File: config.mk
export PLATFORM = sky130hd
export DESIGN_NAME = if_stage
export DESIGN_NICKNAME = d
export VERILOG_FILES = /design/src/hw/core_pkg.sv /design/src/hw/mem_pkg.sv /design/src/hw/if_stage.sv /design/src/hw/pc_gen.sv
export SDC_FILE = /design/constraint.sdc
export NUM_CORES = 1
export LEC_CHECK = 0
export BUFFER_PORTS_ARGS = -buffer_cell sky130_fd_sc_hd__buf_4
export CAP_MARGIN = 40
export CELL_PAD_IN_SITES_DETAIL_PLACEMENT = 1
export CELL_PAD_IN_SITES_GLOBAL_PLACEMENT = 2
export CORE_UTILIZATION = 26
export CTS_CLUSTER_DIAMETER = 60
export DETAILED_ROUTE_END_ITERATION = 7
export PLACE_DENSITY = 0.88
export SLEW_MARGIN = 30
export SYNTH_ARGS = -nofsm -noshare
export SYNTH_HDL_FRONTEND = slang
export SYNTH_HIERARCHICAL = 1
export SYNTH_SLANG_ARGS = --single-unit
File: constraint.sdc
create_clock -name i_clk -period 6.4 [get_ports i_clk]
set_input_delay 1.28 -clock i_clk [delete_from_list [all_inputs] [get_ports i_clk]]
set_output_delay 1.28 -clock i_clk [all_outputs]
set_load 0.01 [all_outputs]
File: src/hw/core_pkg.sv
// core pipeline types
package core_pkg;

  localparam int PC_WD   = 64;
  localparam int INST_WD = 32;

  typedef logic [PC_WD-1:0] pc_t;

  localparam pc_t PC_RESET = 64'h0000_0000_8000_0000; // first fetch address

  // branch bus from decode/execute back to fetch
  typedef struct packed {
    logic br_stall;  // load-to-branch hazard, hold off fetch
    logic br_taken;
    pc_t  br_target;
  } br_bus_t;

  // fetch to decode payload
  typedef struct packed {
    logic [INST_WD-1:0] inst;
    pc_t                pc;
  } fs_to_ds_t;

endpackage

File: src/hw/mem_pkg.sv
// sram bus types
package mem_pkg;

  localparam int SRAM_ADDR_WD  = 64;
  localparam int SRAM_DATA_WD  = 64;
  localparam int SRAM_WSTRB_WD = SRAM_DATA_WD / 8;

  // bank geometry
  localparam int BANK_WORDS  = 512;
  localparam int BANK_IDX_WD = $clog2(BANK_WORDS);

  // transfer size codes, bytes = 1 << size
  localparam logic [1:0] SIZE_4B = 2'd2;
  localparam logic [1:0] SIZE_8B = 2'd3;

  // master to slave
  typedef struct packed {
    logic                     req;
    logic                     op;    // 1 write, 0 read
    logic [1:0]               size;
    logic [SRAM_ADDR_WD-1:0]  addr;
    logic [SRAM_WSTRB_WD-1:0] wstrb;
    logic [SRAM_DATA_WD-1:0]  wdata;
  } sram_req_t;

  // slave to master
  typedef struct packed {
    logic                    addr_ok; // request taken this cycle
    logic                    data_ok; // read data back or write done
    logic [SRAM_DATA_WD-1:0] rdata;
  } sram_rsp_t;

  // one memory word, as two instruction halves or as bytes
  typedef union packed {
    logic [SRAM_DATA_WD-1:0] word;
    struct packed {
      logic [SRAM_DATA_WD/2-1:0] hi; // address bit 2 set
      logic [SRAM_DATA_WD/2-1:0] lo;
    } half;
    logic [SRAM_WSTRB_WD-1:0][7:0] bytes;
  } mem_word_u;

endpackage

File: src/hw/if_stage.sv
// instruction fetch stage
`timescale 1ns/1ps

module if_stage
  import core_pkg::*;
  import mem_pkg::*;
(
  input  logic      i_clk,
  input  logic      i_reset,
  // decode handshake
  input  logic      i_ds_allowin,
  input  br_bus_t   i_br,
  output logic      o_fs_to_ds_valid,
  output fs_to_ds_t o_fs_to_ds,
  // instruction sram port
  output sram_req_t o_inst_req,
  input  sram_rsp_t i_inst_rsp
);

  logic               fetch_en;   // low in the cycle right after reset
  logic               req_fire;
  logic               rsp_fire;
  logic               fs_valid;
  logic               fs_ready_go;
  logic               fs_allowin;
  pc_t                next_pc;
  pc_t                fs_pc;
  mem_word_u          rsp_word;
  logic [INST_WD-1:0] fetched_inst;
  logic               buf_valid;
  logic [INST_WD-1:0] buf_inst;

  assign req_fire = o_inst_req.req && i_inst_rsp.addr_ok;
  assign rsp_fire = i_inst_rsp.data_ok; // always taken by this master

  // stage has its instruction once data is back or parked in the buffer
  assign fs_ready_go      = rsp_fire || buf_valid;
  assign fs_allowin       = !fs_valid || (fs_ready_go && i_ds_allowin);
  assign o_fs_to_ds_valid = fs_valid && fs_ready_go;

  always_ff @(posedge i_clk) begin
    if (i_reset) begin
      fetch_en <= 1'b0;
    end else begin
      fetch_en <= 1'b1;
    end
  end

  // read request, 4 bytes at the next pc
  assign o_inst_req.req   = fetch_en && fs_allowin && !i_br.br_stall;
  assign o_inst_req.op    = 1'b0;
  assign o_inst_req.size  = SIZE_4B;
  assign o_inst_req.addr  = next_pc;
  assign o_inst_req.wstrb = '0;
  assign o_inst_req.wdata = '0;

  pc_gen u_pc_gen (
    .i_clk   (i_clk),
    .i_reset (i_reset),
    .i_load  (req_fire),
    .i_br    (i_br),
    .o_pc    (next_pc)
  );

  // one fetch in flight, valid from acceptance until handed to decode
  always_ff @(posedge i_clk) begin
    if (i_reset) begin
      fs_valid <= 1'b0;
    end else if (fs_allowin) begin
      fs_valid <= req_fire;
    end
  end

  always_ff @(posedge i_clk) begin
    if (req_fire) begin
      fs_pc <= next_pc; // pc of the request just taken
    end
  end

  // pick the 32-bit half of the returned word
  assign rsp_word.word = i_inst_rsp.rdata;
  assign fetched_inst  = fs_pc[2] ? rsp_word.half.hi : rsp_word.half.lo;

  // save buffer holds data that decode could not take
  always_ff @(posedge i_clk) begin
    if (i_reset) begin
      buf_valid <= 1'b0;
    end else if (i_ds_allowin) begin
      buf_valid <= 1'b0;
    end else if (rsp_fire) begin
      buf_valid <= 1'b1;
    end
  end

  always_ff @(posedge i_clk) begin
    if (rsp_fire && !i_ds_allowin) begin
      buf_inst <= fetched_inst;
    end
  end

  assign o_fs_to_ds.inst = buf_valid ? buf_inst : fetched_inst;
  assign o_fs_to_ds.pc   = fs_pc;

  // no request may be outstanding while the buffer is occupied
  a_no_rsp_on_full_buf: assert property (
    @(posedge i_clk) disable iff (i_reset)
    i_inst_rsp.data_ok |-> !buf_valid
  ) else $error("if_stage: data_ok with save buffer full");

endmodule

File: src/hw/pc_gen.sv
// pre-fetch pc generator
`timescale 1ns/1ps

module pc_gen
  import core_pkg::*;
(
  input  logic    i_clk,
  input  logic    i_reset,
  input  logic    i_load,  // fetch request accepted this cycle
  input  br_bus_t i_br,
  output pc_t     o_pc
);

  pc_t pc_q;
  pc_t pc_next;

  // redirect wins over the sequential step
  always_comb begin
    if (i_br.br_taken) begin
      pc_next = i_br.br_target;
    end else begin
      pc_next = pc_q + pc_t'(4);
    end
  end

  always_ff @(posedge i_clk) begin
    if (i_reset) begin
      pc_q <= PC_RESET;
    end else if (i_load) begin
      pc_q <= pc_next;
    end
  end

  assign o_pc = pc_q;

  // branch targets come from outside the fetch stage
  a_pc_aligned: assert property (
    @(posedge i_clk) disable iff (i_reset)
    o_pc[1:0] == 2'b00
  ) else $error("pc_gen: misaligned fetch pc %h", o_pc);

endmodule

==> metrics <==
Avg Cell Area, Syn 10.6 um^2; Worst Path Arrival 3800 ps; Worst Path Class, Setup input pin to flip-flop; area occupied by multi-input gates 0.00402 mm^2; worst slew pin tran 808 ps; Pwr Total 2.58 mW; worst path cell trace buf_4 -> nand3b_1 -> a21oi_4 -> buf_12 -> inv_2 -> and3_1 -> a31o_2 -> or3_1; status finished clean; CP max stage delay 520 ps; max-slew violations 0; worst hold-check path type flip-flop to flip-flop; Post-Synthesis Cells 830; CTS H-tree lvls 4; DRC viols 0; Root Driver clkbuf_16; Total GRT Usage 0.176; DR iter-0 viols 428; Syn-to-layout area delta 33.5%; input/output buffers 296; Synth area leaders edfxtp_1 33%, dfxtp_1 15%, buf_4 6.6%; initial antenna violation count 0; CORE AREA 0.0334 mm^2; fmax 288 MHz; WP data required 6720 ps; hold depth 0; die area 0.0346 mm^2; Post-CTS Setup Repair Bufs 0; cell taking the most area after synthesis edfxtp_1; final cell count without fillers 1,562; Async SR Flop Fraction 0; Worst Skew 12.5 ps; num rows 67; fin util 0.352; Hold-fix buffers, CTS 0; nets@finish 1,237; share of cells above drive strength 1 0.381; Tmin final 3470 ps; Die Height 186 um; global placer's final weighted congestion 0.785; max_cap viols 0; Peak VDD IR 0.188 mV; largest net degree at the start of global routing 127; Leak 4.57 nW; final critical-path share of the clock period 0.543; Unique masters post-synth 67; Worst path slowest cell inv_2; Clk Latency, worst-skew pair 440 ps; type of origin of the critical path input pin; Fill cells 3,765; first-pass GRT wire length 45.6 mm; Reg area 0.00422 mm^2; Inst Count DP 1,528; clock sink count 163; Final setup viols 0; DRT Pass-1 Iters 5; Die Width 186 um; clk slew on worst S/H paths 70 ps; Critical Path Fanout Max 126; Commonest cells post-synth 96 x edfxtp_1, 77 x buf_4, 67 x dfxtp_1; TritonCTS buffer count 17; ys flop type edfxtp_1; cell with the most instances after synthesis edfxtp_1; sequential fraction of the synthesis area 0.479; Cell Area, Synth 0.00881 mm^2; EDFF count, synth 96; WL final 31.9 mm; yosys warns 6; vias in the first global route 7,550; CTS Buffer Depth 2; vias per inst 4.98; WL/cell 20.4 um; Yosys reg bits 163; Initial Util 0.264; Worst setup EP type flip-flop; area share of the largest cell type after synthesis 0.327; CTS tree yes; pwr dens 219 mW/mm^2; CTS resizes 0; RSZ-0062 raised after global routing no; Post-DRT Antenna Nets 0; FF-to-FF path depth 8; post-DP HPWL 22.5 mm; final hold vios 0; grt ovf 0; setup TNS 0 ps; vias 7,780; ANT cells 0; Worst slew margin 0.457; Ports 372
## worst paths after layout
path / start / endpoint / slack (ps)
setup / recovery: i_br[65] / u_pc_gen/o_pc[63]$_SDFFE_PP0P_ / 2930
hold / removal: u_pc_gen/o_pc[1]$_SDFFE_PP0P_ / fs_pc[1]$_DFFE_PP_ / 490
setup reg to reg: buf_valid$_SDFFE_PP0P_ / u_pc_gen/o_pc[63]$_SDFFE_PP0P_ / 3060
hold reg to reg: u_pc_gen/o_pc[1]$_SDFFE_PP0P_ / fs_pc[1]$_DFFE_PP_ / 490
## layer usage
metal  part of all wire  GRT usage  up-vias
li1                   -          -     3581
met1               0.42      0.219     3848
met2               0.49      0.305      328
met3              0.072     0.0432       23
met4              0.011     0.0410        0
met5                  0          0        -
## sequential cells by signal, indices dropped and copies added (netlist names)
register	flops
u_pc_gen/o_pc	64
buf_valid	1
fs_valid	1
buf_inst	32
fs_pc	64
fetch_en	1
## kinds of logic (layout without fill, tap and decap cells)
family | Yosys count | after routing | share of synthesized area
buf+inv | 137 | 348 | 0.0984
flops | 163 | 163 | 0.479
simple gates | 265 | 265 | 0.171
other cells | 2 | 75 | 0.000852
compound gates | 192 | 192 | 0.148
mux | 70 | 70 | 0.101
fa+ha+maj | 1 | 1 | 0.00142
## power by group
group          leakage [nW]  internal, mW  switching, mW
logic                  2.82         0.165          0.164
clock network         0.272         0.615          0.452
registers              1.47          1.15         0.0367
## cell type report
cell class	count	share of cell area
multi-input combinational	603	0.341
timing repair buffer	307	0.199
tap	448	0.0476
clock inverter	12	0.0135
clock buffer	20	0.0371
sequential	163	0.359
inverter	9	0.00287
## layout by cell type (no fill, tap or decap), drive strengths merged, types with 20 or more instances in the layout
master / synthesis / layout
clkbuf: 37 / 20
nand3: 38 / 38
nor2: 52 / 52
nand2: 56 / 56
a21oi: 23 / 23
mux2: 64 / 64
buf: 91 / 307
a22oi: 28 / 28
nand4: 31 / 31
dfxtp: 67 / 67
conb: 2 / 75
o21ai: 38 / 38
or4: 21 / 21
edfxtp: 96 / 96
a31oi: 23 / 23
## worst max-delay path: cells and delay by family
family,cells,cell delay [ps]
AO/OA/AOI/OAI,2,400
AND/OR/NAND/NOR,3,890
buffers and inverters,3,1120
## stage by stage
step           worst slack [ps]  instance area [um^2]  hold WS, ps
3_5_place_dp               2330                 11100          469
3_3_place_gp               2440                 11100          470
6_report                   2930                 11800          490
2_1_floorplan               322                  9090          480
5_1_grt                    2800                 11800          511
4_1_cts                    2750                 11700          492
No activity file was read; power rests on OpenSTA's default activity.
