==> config.mk <==
export PLATFORM = sky130hd
export DESIGN_NAME = sram_arbiter
export DESIGN_NICKNAME = d
export VERILOG_FILES = /design/src/hw/mem_pkg.sv /design/src/hw/sram_arbiter.sv
export SDC_FILE = /design/constraint.sdc
export NUM_CORES = 1
export LEC_CHECK = 0
export ABC_AREA = 1
export BUFFER_PORTS_ARGS = -buffer_cell sky130_fd_sc_hd__buf_2
export CORE_AREA = 5 5 237 239
export DETAILED_ROUTE_END_ITERATION = 6
export DIE_AREA = 0 0 242 244
export GPL_TIMING_DRIVEN = 0
export PLACE_DENSITY = 0.3
export SETUP_SLACK_MARGIN = 0.02
export SLEW_MARGIN = 20
export SYNTH_ARGS = -nofsm -noshare
export SYNTH_HDL_FRONTEND = slang
export SYNTH_SLANG_ARGS = --single-unit
==> constraint.sdc <==
create_clock -name i_clk -period 1.65 [get_ports i_clk]
set_input_delay 0.0825 -clock i_clk [delete_from_list [all_inputs] [get_ports i_clk]]
set_output_delay 0.0825 -clock i_clk [all_outputs]
set_load 0.05 [all_outputs]
==> src/hw/mem_pkg.sv <==
// sram bus types
package mem_pkg;

  localparam int SRAM_ADDR_WD  = 64;
  localparam int SRAM_DATA_WD  = 64;
  localparam int SRAM_WSTRB_WD = SRAM_DATA_WD / 8;

  // bank geometry
  localparam int BANK_WORDS  = 512;
  localparam int BANK_IDX_WD = $clog2(BANK_WORDS);

  // transfer size codes, bytes = 1 << size
  localparam logic [1:0] SIZE_4B = 2'd2;
  localparam logic [1:0] SIZE_8B = 2'd3;

  // master to slave
  typedef struct packed {
    logic                     req;
    logic                     op;    // 1 write, 0 read
    logic [1:0]               size;
    logic [SRAM_ADDR_WD-1:0]  addr;
    logic [SRAM_WSTRB_WD-1:0] wstrb;
    logic [SRAM_DATA_WD-1:0]  wdata;
  } sram_req_t;

  // slave to master
  typedef struct packed {
    logic                    addr_ok; // request taken this cycle
    logic                    data_ok; // read data back or write done
    logic [SRAM_DATA_WD-1:0] rdata;
  } sram_rsp_t;

  // one memory word, as two instruction halves or as bytes
  typedef union packed {
    logic [SRAM_DATA_WD-1:0] word;
    struct packed {
      logic [SRAM_DATA_WD/2-1:0] hi; // address bit 2 set
      logic [SRAM_DATA_WD/2-1:0] lo;
    } half;
    logic [SRAM_WSTRB_WD-1:0][7:0] bytes;
  } mem_word_u;

endpackage

==> src/hw/sram_arbiter.sv <==
// two-master sram arbiter
`timescale 1ns/1ps

module sram_arbiter
  import mem_pkg::*;
(
  input  logic      i_clk,
  input  logic      i_reset,
  // fetch master
  input  sram_req_t i_inst_req,
  output sram_rsp_t o_inst_rsp,
  // data master, higher priority
  input  sram_req_t i_data_req,
  output sram_rsp_t o_data_rsp,
  // to bank
  output sram_req_t o_bank_req,
  input  sram_rsp_t i_bank_rsp
);

  logic grant_data;
  logic grant_inst;
  logic bank_fire;
  logic owner_data_q; // owner of the request awaiting data_ok

  // fixed priority, fetch gets whatever the data port leaves
  assign grant_data = i_data_req.req;
  assign grant_inst = !i_data_req.req;

  assign o_bank_req = grant_data ? i_data_req : i_inst_req;
  assign bank_fire  = o_bank_req.req && i_bank_rsp.addr_ok;

  always_ff @(posedge i_clk) begin
    if (i_reset) begin
      owner_data_q <= 1'b0;
    end else if (bank_fire) begin
      owner_data_q <= grant_data;
    end
  end

  // address phase goes to the granted master only
  assign o_inst_rsp.addr_ok = i_bank_rsp.addr_ok && grant_inst;
  assign o_data_rsp.addr_ok = i_bank_rsp.addr_ok && grant_data;

  // response phase steered by the recorded owner
  assign o_inst_rsp.data_ok = i_bank_rsp.data_ok && !owner_data_q;
  assign o_data_rsp.data_ok = i_bank_rsp.data_ok && owner_data_q;
  assign o_inst_rsp.rdata   = owner_data_q ? '0 : i_bank_rsp.rdata;
  assign o_data_rsp.rdata   = owner_data_q ? i_bank_rsp.rdata : '0;

  a_addr_ok_onehot: assert property (
    @(posedge i_clk) disable iff (i_reset)
    !(o_inst_rsp.addr_ok && o_data_rsp.addr_ok)
  ) else $error("sram_arbiter: addr_ok to both masters");

  // owner register only covers a single-cycle response
  a_rsp_next_cycle: assert property (
    @(posedge i_clk) disable iff (i_reset)
    bank_fire |=> i_bank_rsp.data_ok
  ) else $error("sram_arbiter: bank response not one cycle after accept");

endmodule

==> out/results.ini, run 1 <==
[timing]
setup_viol = 0
hold-worst-slack_ps = 249
setup_tns_ps = 0
slew_violations = 0
setup_ws_ps = 175
relSlewSlack_pct = 65.7
period_share_pct = 89.4
fmax_mhz = 678
finalHoldViolCount = 0
period_needed_ps = 1470
finClkSkew_ps = 0
worstMarginPinSlew_ps = 514
rsz0062_at_grt = no

[clocking]
clk_latency_ps = 0
path_clk_slew_ps = 0
cts_hold_buf = 0
cts_resized = 0

[finish]
largest_reg_flops = 1
area_growth_pct = 136
instances_no_fill = 2048
final_util_pct = 12.8
final_area_um2 = 6880
top_regs = owner_data_q x1
layout.nets = 1700
drive_above_1_share_pct = 49.1
top_register = owner_data_q

[routing]
drt-total-wl_mm = 29.2
drc = 0
wl_per_cell_um = 14.2
drt-vias-per-instance = 3.10
num_vias = 6348
ant_nets = 0
drt_iter0_markers = 177
drtPass1Iterations = 4

[global_route]
gr-total-overflow = 0
antenna_found_initial = 3
grt_pass1_vias = 6458
grt_max_degree = 11
grtUsageTotal_pct = 8.97
grt_first_pass_wirelength_mm = 41.3

[yosys]
synthCells = 733
async_flop_share_pct = 0
ys.flop_type = dfxtp_1
yosysWarnings = 0
syn-num-nets = 1081
ys_seq_elements = 1
netlist_area_um2 = 2920
synthDominantCellAreaShare_pct = 62.4
ys_seq_area_share_pct = 0.686
synth_cell_types = 11
synth_top_cells_by_count = 485 x nand2_1, 132 x inv_1, 66 x nor2_1
postSynthAreaPerCell_um2 = 3.98
synth_most_common_cell = nand2_1
synth_edf_count = 0
synth.area.top_cells = nand2_1 62%, inv_1 17%, nor2_1 8.5%
synth_largest_area_cell = nand2_1

[power]
powerDensity_nw_per_um2 = 484
power_mw = 3.33
p_leak_nw = 5.22
ir_drop_v = 0.000168

[placement]
placed_cells = 2047
dp_hpwl_mm = 26.8
post_dp_cell_area_um2 = 6880
place_ws_ps = 61.9
io_buffers = 618
finalWeightedCongestion = 0.871

[run_status]
status = finished, final reports clean

[die]
fp.dieH_um = 244
ios = 620
die-area_um2 = 59000
core_area_um2 = 53600
initial_core_util_pct = 5.44
rows = 85
fp.dieW_um = 242

[setup_path]
cp.required_ps = 1570
worstSetupPathType = in -> out
arrival_ps = 1390
r2r_slack_ps = 760
end_kind = primary output
startpoint_type = input pin
worst-path-max-fanout = 19

[worst_hold_path]
hp-class = in -> reg

[run]
maxCapViolCount = 0

[final timing paths]
check / from / end / depth (start not counted)
max reg2reg: owner_data_q$_SDFFE_PP0P_ / owner_data_q$_SDFFE_PP0P_ / 4
max: i_data_req[139] / o_bank_req[101] / 6
min reg2reg: owner_data_q$_SDFFE_PP0P_ / owner_data_q$_SDFFE_PP0P_ / 4
min: i_reset / owner_data_q$_SDFFE_PP0P_ / 2
[layer usage]
layer	wire length (µm)	share of wire (%)	track usage (%)
met1	10900	37	9.74
met2	15600	54	18.1
met3	2470	8.5	2.36
met4	169	0.58	0.638
met5	7	0.024	0
[critical path, cell delays in order]
cell and delay [ps]:
buf_4 160, buf_6 250, buf_2 310, nand2_1 80
nand2_1 180, buf_2 300
[final cells by class]
class,instances,area (µm²)
diodes,2,5.00
plain buffers,45,312
fillers,6512,46700
inverters,133,502
multi-input cells,553,2080
flip-flops and latches,1,20.0
well taps,696,871
repair buffers,618,3090
[what timing repair did]
action	in CTS	in global routing
setup buffers	0	0
setup endpoints to repair	0	1
endpoints found under the hold margin	0	0
[cell families after synthesis]
| family | after synthesis | share of synthesized area (%) |
|---|---|---|
| flops | 1 | 0.686 |
| simple gates | 552 | 71.1 |
| compound gates | 1 | 0.171 |
| buf+inv | 179 | 28.0 |
[power breakdown]
group	internal (mW)	leakage (nW)	switching (mW)	total, mW
Clock	0.000000162	0.0000127	0	0.000000162
Combinational	0.820	5.21	2.48	3.30
Sequential	0.0262	0.00827	0.000246	0.0264
Total	0.846	5.22	2.48	3.33
[placed cells by master (no fill, tap or decap), drive strengths merged]
cell type	count
nor2	66
dfxtp	1
inv	133
or2	1
a21oi	1
clkbuf	2
diode	2
buf	661
nand2	485
Power figures use the tool's default switching activity.
==> run 2: changes to the inputs <==
Settings changed: REMOVE_ABC_BUFFERS from default to 1.
==> run 2 against run 1 <==
Compared with the run above:
- via count fell by 3.7%
- register-to-register slack got worse by 160 ps
- first-iteration DRC count is 2.8% higher
- setup slack got worse by 23 ps
- final cell count is 2.0% lower
- sequential cell count stayed put
- critical path depth stayed put
- clock skew did not move
- largest cell class unchanged
- highest routed layer unchanged
==> out/results.ini, run 2 (synthesis results as in run 1) <==
[run_status]
status = finished, final reports clean

[placement]
io_buffers = 619  ; +0.16%
post_dp_cell_area_um2 = 6640  ; -3.5%
placed_cells = 2004  ; -2.1%
finalWeightedCongestion = 0.829  ; -4.8%
dp_hpwl_mm = 24.7  ; -7.7%
place_ws_ps = -667  ; -729 ps

[finish]
area_growth_pct = 130
top_regs = owner_data_q x1
instances_no_fill = 2007  ; -2.0%
top_register = owner_data_q
mostFrequentLayoutCells = 615 x buf_2, 485 x nand2_1, 132 x inv_1
final_area_um2 = 6700  ; -2.7%
fillCellCount = 6437  ; -1.2%
layout.nets = 1660  ; -2.4%
drive_above_1_share_pct = 47.8  ; -1.3 points
final_common_cell = buf_2
largest_reg_flops = 1  ; unchanged

[timing]
fmax_mhz = 668  ; -1.5%
setup_tns_ps = 0  ; unchanged
setup_ws_ps = 152  ; -22.8 ps
period_share_pct = 90.8  ; +1.4 points
worstMarginPinSlew_ps = 460  ; -54.0 ps
finalHoldViolCount = 0  ; unchanged
setup_viol = 0  ; unchanged
slew_violations = 0  ; unchanged
rsz0062_at_grt = no
finClkSkew_ps = 0  ; unchanged
relSlewSlack_pct = 69.3  ; +3.6 points
period_needed_ps = 1500  ; +22.8 ps

[setup_path]
worstSetupPathType = in -> out
path_buf_inv = 4  ; unchanged
r2r_slack_ps = 600  ; -160 ps
max_stage_delay_ps = 320  ; about the same
arrival_ps = 1420  ; +30 ps
r2r_cells = 2  ; -2
worst-path-max-fanout = 86  ; +67
end_kind = primary output
crit_family = buffers and inverters
r2r_start = owner_data_q$_SDFFE_PP0P_
startpoint_type = input pin
r2r-end = owner_data_q$_SDFFE_PP0P_
cp_common_cell = nand2_1
crit_chain = buf_12 > buf_16 > inv_16 > nand2_1 > nand2_1 > clkbuf_4
slowest_stage = buf_16
cp.required_ps = 1570  ; about the same

[die]
fp.dieH_um = 244  ; unchanged
fp.dieW_um = 242  ; unchanged
die-area_um2 = 59000  ; unchanged
rows = 85  ; unchanged
initial_core_util_pct = 5.44  ; unchanged
ios = 620  ; unchanged
core_area_um2 = 53600  ; unchanged

[clocking]
path_clk_slew_ps = 0  ; unchanged
clk_latency_ps = 0  ; unchanged
cts_hold_buf = 0  ; unchanged

[global_route]
grt_pass1_vias = 6028  ; -6.7%
grt_max_degree = 87  ; +76
grt_first_pass_wirelength_mm = 38.4  ; -7.0%
gr-total-overflow = 0  ; unchanged
antenna_found_initial = 4  ; +1
grtUsageTotal_pct = 8.46  ; -0.51 points

[power]
ir_drop_v = 0.000222  ; +32%
powerDensity_nw_per_um2 = 488  ; +0.87%
p_leak_nw = 5.05  ; -3.1%

[routing]
wl_per_cell_um = 14.0  ; -1.8%
drt-total-wl_mm = 28.1  ; -3.8%
met2_length_mm = 14.4  ; -7.8%
ant_nets = 0  ; unchanged
wl_met1_mm = 9.66  ; -11%
wl_met3_mm = 3.11  ; +26%
num_vias = 6113  ; -3.7%
drc = 0  ; unchanged
drtPass1Iterations = 4  ; unchanged
drt-vias-per-instance = 3.05  ; -1.7%
drt_iter0_markers = 182  ; +2.8%
top_layer_used = met5

[worst_hold_path]
hold_path_depth = 2  ; unchanged
hp-start = i_reset
hold_end = owner_data_q$_SDFFE_PP0P_
hp-class = in -> reg

[run]
maxCapViolCount = 0  ; unchanged

## run 2: cell count changes in the layout (fill, tap and decap cells not counted), sizes merged
cell    change
inv         +1
diode       -1
buf        -42
clkbuf      +1
## run 2: metrics by stage
step,power (mW),hold slack (ps),utilization [%]
global placement,3.32,322,12.3
floorplan,2.12,152,-
global route,3.48,298,12.5
CTS,3.31,310,12.4
finish,3.27,271,12.5
detailed placement,3.29,309,12.4
## run 2: area by class of cell
type	instances	area [µm²]	share of cell area, %
diodes	1	2.50	0.0374
repair buffers	622	3200	47.7
well taps	696	871	13.0
inverters	133	515	7.70
multi-input cells	553	2080	31.0
repair inverters	1	11.3	0.168
flip-flops and latches	1	23.8	0.355
## run 2: what timing repair did
item / in CTS / in global routing
cloned: 1 / 0
setup buffers: 0 / 1
pin swaps: 0 / 0
setup endpoints to repair: 140 / 39
gates resized for setup: 6 / 3
## run 2: worst max-delay path by stage
stage	to	depth (start not counted)	start
final	o_bank_req[62]	6	i_data_req[139]
after global routing	o_bank_req[47]	6	i_data_req[139]
after CTS	o_bank_req[62]	6	i_data_req[139]
after detailed placement	o_bank_req[62]	6	i_data_req[139]
after global placement	o_bank_req[62]	5	i_data_req[139]
after floorplan	o_inst_rsp[0]	1	owner_data_q$_SDFFE_PP0P_
## run 2: routing by layer
metal	vias up	GRT usage, %
met4	2	2.13
li1	3182	-
met1	2541	8.49
met5	-	0
met2	364	16.3
met3	24	3.40
## run 2: where the power goes
group / total, mW / internal (mW) / leakage, nW / switching [mW]
clock network: 0.0000000812 / 0.0000000812 / 0.00000634 / 0
logic: 3.23 / 0.787 / 5.05 / 2.44
registers: 0.0420 / 0.0258 / 0.00892 / 0.0162
